**config.mk**
```make
export PLATFORM = sky130hd
export DESIGN_NAME = sb_slot_flat
export DESIGN_NICKNAME = d
export VERILOG_FILES = /design/src/lsu_instr_pkg.sv /design/src/lsu_mem_pkg.sv /design/src/sb_slot_if.sv /design/src/sb_slot.sv /design/src/flat_wrapper.sv
export VERILOG_INCLUDE_DIRS = /design/src /design/src/src
export SDC_FILE = /design/constraint.sdc
export NUM_CORES = 1
export LEC_CHECK = 0
export ABC_AREA = 1
export BUFFER_PORTS_ARGS = -buffer_cell sky130_fd_sc_hd__buf_2
export CAP_MARGIN = 20
export CORE_MARGIN = 3
export CORE_UTILIZATION = 40
export DETAILED_ROUTE_END_ITERATION = 6
export MAX_ROUTING_LAYER = met4
export PLACE_DENSITY_LB_ADDON = 0.25
export SLEW_MARGIN = 40
export SYNTH_ARGS = -nofsm -noshare
export SYNTH_HDL_FRONTEND = slang
export SYNTH_SLANG_ARGS = --single-unit
```
**constraint.sdc**
```tcl
create_clock -name clk_i -period 1.06 [get_ports clk_i]
set_clock_uncertainty 0.15 [all_clocks]
set_input_delay 0.159 -clock clk_i [delete_from_list [all_inputs] [get_ports clk_i]]
set_output_delay 0.159 -clock clk_i [all_outputs]
set_load 0.05 [all_outputs]
```
**src/lsu_settings.svh**
```systemverilog
`ifndef LSU_SETTINGS_SVH
`define LSU_SETTINGS_SVH

// Queue and store buffer sizing
`define LSQ_ENTRIES 8
`define SB_ENTRIES  4

// Global reorder index width
`define GL_INDEX_W 6

// Byte address width, memory is word addressed below it
`define ADDR_W    10
`define MEM_WORDS (1 << (`ADDR_W - 2))

`endif

```
**src/lsu_instr_pkg.sv**
```systemverilog
`include "lsu_settings.svh"

package lsu_instr_pkg;

    // Kind of memory instruction held in the queue
    typedef enum logic {
        LOAD  = 1'b0,
        STORE = 1'b1
    } mem_op_e;

    // Access width, only shapes the store byte mask
    typedef enum logic [1:0] {
        BYTE = 2'b00,
        HALF = 2'b01,
        WORD = 2'b10
    } mem_size_e;

    // One queued instruction
    typedef struct packed {
        mem_op_e                 op;
        mem_size_e               size;
        logic [`ADDR_W-1:0]      addr;     // Byte address
        logic [31:0]             data;     // Store data, unused by loads
        logic [`GL_INDEX_W-1:0]  gl_index;
    } lsq_instr_t;

endpackage

```
**src/lsu_mem_pkg.sv**
```systemverilog
`include "lsu_settings.svh"

package lsu_mem_pkg;

    // Word index into the data memory
    typedef logic [`ADDR_W-3:0] word_addr_t;

    typedef logic [3:0] byte_mask_t;   // One bit per byte lane

    // Masked write into one memory word
    typedef struct packed {
        word_addr_t  addr;
        byte_mask_t  mask;
        logic [31:0] data;   // Already shifted into lane position
    } mem_write_t;

    // Word returned by a load, tagged with its global index
    typedef struct packed {
        logic [31:0]            data;
        logic [`GL_INDEX_W-1:0] gl_index;
    } load_result_t;

endpackage

```
**src/sb_slot_if.sv**
```systemverilog
`timescale 1ns/1ps
`include "lsu_settings.svh"

interface sb_slot_if import lsu_instr_pkg::*, lsu_mem_pkg::*; ();

    // Queue side
    logic                   alloc;
    lsq_instr_t             alloc_instr;
    word_addr_t             probe_addr;   // Word of the load at the queue head

    // Slot state
    logic                   busy;
    logic                   hit;
    logic                   match;
    lsq_instr_t             entry;

    // Commit side
    logic                   release_en;
    logic                   commit_valid;
    logic [`GL_INDEX_W-1:0] commit_gl_index;

    modport feed  (output alloc, alloc_instr, probe_addr,
                   input  busy, hit);

    modport slot  (output busy, hit, match, entry,
                   input  alloc, alloc_instr, probe_addr, release_en,
                          commit_valid, commit_gl_index);

    modport drain (output release_en, commit_valid, commit_gl_index,
                   input  match, entry);

endinterface

```
**src/sb_slot.sv**
```systemverilog
`timescale 1ns/1ps
`include "lsu_settings.svh"

module sb_slot import lsu_instr_pkg::*, lsu_mem_pkg::*; (
    input  logic     clk_i,
    input  logic     rstn_i,
    input  logic     flush_i,
    sb_slot_if.slot  slot_if
);

    logic       busy_q;
    lsq_instr_t entry_q;
    word_addr_t entry_word;

    // Occupancy flag
    always_ff @(posedge clk_i, negedge rstn_i) begin
        if (!rstn_i) begin
            busy_q <= 1'b0;
        end else if (flush_i || slot_if.release_en) begin
            busy_q <= 1'b0;
        end else if (slot_if.alloc) begin
            busy_q <= 1'b1;
        end
    end

    // Captured store, valid only while busy
    always_ff @(posedge clk_i) begin
        if (slot_if.alloc) begin
            entry_q <= slot_if.alloc_instr;
        end
    end

    assign entry_word = entry_q.addr[`ADDR_W-1:2];

    assign slot_if.busy  = busy_q;
    assign slot_if.entry = entry_q;

    // Same word as the head load
    assign slot_if.hit = busy_q & (entry_word == slot_if.probe_addr);

    // A flush in the same cycle cancels the commit write
    assign slot_if.match = busy_q & slot_if.commit_valid & ~flush_i
                         & (entry_q.gl_index == slot_if.commit_gl_index);

endmodule

```
**src/flat_wrapper.sv**
```systemverilog
// flat-port wrapper written by rule: the top's interface ports become plain ports
module sb_slot_flat import lsu_instr_pkg::*, lsu_mem_pkg::*;
  (clk_i, rstn_i, flush_i, slot_if_busy, slot_if_hit, slot_if_match, slot_if_entry, slot_if_alloc, slot_if_alloc_instr, slot_if_probe_addr, slot_if_release_en, slot_if_commit_valid, slot_if_commit_gl_index);
  sb_slot_if slot_if_i ();
  input  logic clk_i;
  input  logic rstn_i;
  input  logic flush_i;
  output wire logic [$bits(slot_if_i.busy)-1:0] slot_if_busy;
  output wire logic [$bits(slot_if_i.hit)-1:0] slot_if_hit;
  output wire logic [$bits(slot_if_i.match)-1:0] slot_if_match;
  output wire logic [$bits(slot_if_i.entry)-1:0] slot_if_entry;
  input wire logic [$bits(slot_if_i.alloc)-1:0] slot_if_alloc;
  input wire logic [$bits(slot_if_i.alloc_instr)-1:0] slot_if_alloc_instr;
  input wire logic [$bits(slot_if_i.probe_addr)-1:0] slot_if_probe_addr;
  input wire logic [$bits(slot_if_i.release_en)-1:0] slot_if_release_en;
  input wire logic [$bits(slot_if_i.commit_valid)-1:0] slot_if_commit_valid;
  input wire logic [$bits(slot_if_i.commit_gl_index)-1:0] slot_if_commit_gl_index;
  assign slot_if_busy = slot_if_i.busy;
  assign slot_if_hit = slot_if_i.hit;
  assign slot_if_match = slot_if_i.match;
  assign slot_if_entry = slot_if_i.entry;
  assign slot_if_i.alloc = slot_if_alloc;
  assign slot_if_i.alloc_instr = slot_if_alloc_instr;
  assign slot_if_i.probe_addr = slot_if_probe_addr;
  assign slot_if_i.release_en = slot_if_release_en;
  assign slot_if_i.commit_valid = slot_if_commit_valid;
  assign slot_if_i.commit_gl_index = slot_if_commit_gl_index;
  sb_slot u_core (.clk_i(clk_i), .rstn_i(rstn_i), .flush_i(flush_i), .slot_if(slot_if_i));
endmodule
```
# Yosys cells after proc, flatten, opt, wreduce, memory -nomap -nowiden
# Cells that the tools add are included.
word_totals:
  reg_bits: 52
  output_inout_bits: 54
  word_cells: 17
classes:
  eq_ne: 2
  muxes: 2
  bitwise: 5
  n_reduce_logical: 2
op_table:
  columns: ["op", "count"]
  rows:
  - ["$eq 8x8->1", 1]
  - ["$eq 6x6->1", 1]
  - ["$and 1x1->1", 4]
  - ["$mux 1", 2]
  - ["$reduce_bool 2->1", 1]
  - ["$logic_or 1x1->1", 1]
  - ["$not 1->1", 1]

# Logic depth before layout (Yosys ltp)
depth:
  depth_word: 3
  mapped_depth: 6
  ltp_nobuf: 6

# Least setup slack after synthesis
# No wires, ideal clock.
synth_path:
  path_type: "register -> output"
  start: "reg u_core.entry_q, in the netlist u_core.slot_if.entry[41]"
  end: "out slot_if_hit"
  arrival_time_ns: 1.631
  required_time_ns: 0.751
  slack_ns: -0.880
  stages_incl_launch_ff: 7
  path_buffers: 0
  path_cell_list: "edfxtp_1 inv_1 nand2_1 nand2_1 nor2_1 nand3_1 nor2_1"
synth_between:
  elab_chain_len: 2
synth_rtl:
  columns: ["element", "line", "text"]
  rows:
  - ["from (decl)", "sb_slot.sv:12", "lsq_instr_t entry_q;"]
  - ["from (signal assigned)", "sb_slot.sv:29", "entry_q <= slot_if.alloc_instr;"]
  - ["$eq 8x8->1", "sb_slot.sv:39", "assign slot_if.hit = busy_q & (entry_word == slot_if.probe_addr);"]
  - ["$and 1x1->1", "sb_slot.sv:39", null]
  - ["to (decl)", "flat_wrapper.sv:9", "output wire logic [$bits(slot_if_i.hit)-1:0] slot_if_hit;"]
# No other way between the ends.

# Final worst setup path
layout_path:
  start: "reg u_core.entry_q, in the netlist u_core.slot_if.entry[44]"
  end: "out slot_if_hit"
# Same word-level chain as after synthesis.

==> metrics.txt <==
outcome complete, but fails checks; failing checks negative setup slack; critical path's slowest cell edfxtp_1; Avg Vias per Cell 4.45; Mapped Area 0.00180 sq mm; worst path cell trace xnor2_2, nand3_1, nor2_4, buf_6; Ant. Diodes 0; # placed instances 281; Leak ~1.6 nW; Cell Rows 23; Setup CP Type flip-flop to output port; fin area 0.00359 sq mm; clk slew on worst S/H paths around 0.09 ns; Slew Viols, Final 0; number of endpoints failing setup at the final stage 54; Max transition margin 87.7%; clk buf depth 2; post-synth cell types 11; worst reg2reg path depth 4; Area Growth Syn to Fin 99.5%; sequential-to-total area share from yosys stat 86.4%; I/O Pins roughly 130; vias in the first global route 1706; worst reg-to-reg setup slack 0.02 ns; DRC Markers 0; Syn Nets around 180; # port buffers 124; CTS Buf Count 5; fraction of layout cells with a size suffix above 1 49.0%; Tcrit/Tclk final 162%; clk sinks 52; Via Count 1557; FF-to-FF End u_core.slot_if.busy; Post-Route WL 5.57 mm; synth top area cells edfxtp_1, nand2_1, xnor2_1, inv_1, nor2_1; worst hold endpoint u_core.slot_if.entry[6]; first-pass GRT wire length 8.00 mm; Clock Tree Root clkbuf_8; Seq cells post-synth 52; WP data arrival about 1.4 ns; Initial Util 43.2%; Die Y roughly 73 um; Fillers 192; Mapped Cells 104; Total Routing Usage GR 21.8%; P per Cell Area 1390 mW/mm^2; total gr overflow 0; Initial DRC Count between 60 and 70; largest area contributor in the netlist edfxtp_1; ANT nets after route 0; core box area ~0.0042 sq mm; CTS tree built; chip width 73.1 um; Startpoint Class flip-flop; GPL Wtd Cong 0.691; WL/cell 15.9 um; Hold Crit Class primary input to flip-flop; Fin. Hold Viols 0; Placed Area 0.00255 sq mm; RSZ-0062 raised after global routing yes; antenna violations before repair 0; Slew @ Worst Pin 0.184 ns; Avg Cell Area, Syn 17.3 sq um; Layout Nets 370; Clock Latency Late Sink 0.30 ns; Worst Slack Setup Final -0.661 ns; maxcap violations 0; Finished Layout Cells 350; Detailed Place HPWL 3.03 mm; Worst setup EP type output port; WP data required between 0.7 and 0.8 ns; final worst path period need 1.72 ns; hold path start slot_if_alloc; Hold Path Depth 2; H-tree depth 2; largest net degree at the start of global routing 28; Die ar. 0.00535 sq mm; worst vdd ir 942 uV; FMAX just under 600 MHz; yosys warns 0; Crit Path Max Fanout 2; DRT Pass-1 Iters 4; top cell type's share of synthesized area 85.0%; CP max stage delay 0.47 ns; reg2reg start u_core.slot_if.busy
worst max-delay path by stage:
stage / slack [ns] / start / end / cells past startpoint
6_report: -0.66 / u_core.slot_if.entry[44] / slot_if_hit / 4
3_3_place_gp: -0.31 / u_core.slot_if.entry[41] / slot_if_hit / 6
5_1_grt: -0.75 / u_core.slot_if.entry[44] / slot_if_hit / 4
3_5_place_dp: -0.36 / u_core.slot_if.entry[45] / slot_if_hit / 6
2_1_floorplan: -0.55 / u_core.slot_if.entry[41] / slot_if_hit / 6
4_1_cts: -0.59 / u_core.slot_if.entry[41] / slot_if_hit / 6
worst max-delay path: cells and delay by family (launching register included):
| family | cells | cell delay [ns] |
|---|---|---|
| DFF | 1 | 0.47 |
| and+or+nand+nor | 2 | 0.30 |
| xor gates and xnor gates | 1 | 0.19 |
| buffers and inverters | 1 | 0.16 |
Yosys cell counts, drive strengths merged:
library cell and instances:
dfrtp 1, edfxtp 51, nand3 3, nor3 1, nor2 12, nand2 17
xor2 3, inv 11, xnor2 5
registers in the layout, summed over array words and instances (netlist names):
name,flops
u_core.slot_if.busy,1
u_core.slot_if.entry,51
area by class of cell:
type                       count  area [sq um]  area share (%)
clock buffer                   5          68.8            1.91
multi-input combinational     41           226            6.30
tap                           50          62.6            1.74
inverter                      11          41.3            1.15
sequential                    52          1560            43.3
clock inverter                 3          13.8           0.383
timing repair buffer         188          1620            45.2
cells in the final DEF (no fill, tap or decap), types with 3 or more instances in the layout:
cell | synthesis | routed
clkbuf_8 | 0 | 5
xnor2_1 | 5 | 4
nand2_1 | 17 | 17
nor2_1 | 10 | 8
buf_6 | 0 | 50
buf_2 | 0 | 70
buf_8 | 0 | 5
buf_4 | 0 | 6
edfxtp_1 | 51 | 51
dlygate4sd3_1 | 0 | 55
inv_1 | 10 | 10
xor2_1 | 3 | 3
nand3_1 | 3 | 3
power breakdown:
part,switching (W),internal (W),leakage [nW]
registers,0.0000964,0.00244,0.511
clock network,0.000608,0.000449,0.0453
logic,0.000803,0.000602,1.04
timing repair:
item,4_1_cts,5_1_grt
setup endpoints to repair,54,54
buffers inserted,2,6
hold endpoints to repair,53,0
resized for setup,102,17
pin swaps,1,1
hold buffers,55,0
layer usage:
layer	global-route usage (%)	routed length, um
met1	19.6	1770
met2	39.6	3160
met3	9.78	557
met4	7.79	93
met5	-	0
cells by family after synthesis:
| kind of cell | count (synthesis) | synth area share [%] |
|---|---|---|
| buffers and inverters | 11 | 2.29 |
| DFF | 52 | 86.4 |
| and+or+nand+nor | 33 | 7.43 |
| xor gates and xnor gates | 8 | 3.89 |
metrics by stage:
| stage | total power [W] | setup TNS, ns | hold slack [ns] | setup WS [ns] | utilization (%) |
|---|---|---|---|---|---|
| floorplan | 0.00318 | -1.08 | -0.287 | -0.549 | - |
| global placement | 0.00351 | -0.607 | -0.213 | -0.308 | 61.0 |
| detailed placement | 0.00353 | -0.679 | -0.214 | -0.362 | 61.0 |
| CTS | 0.00495 | -8.39 | 0.184 | -0.588 | 84.2 |
| global route | 0.00518 | -10.68 | 0.183 | -0.750 | 86.1 |
| finish | 0.00500 | -8.52 | 0.183 | -0.661 | 86.1 |
No activity file was read; power rests on OpenSTA's default activity.
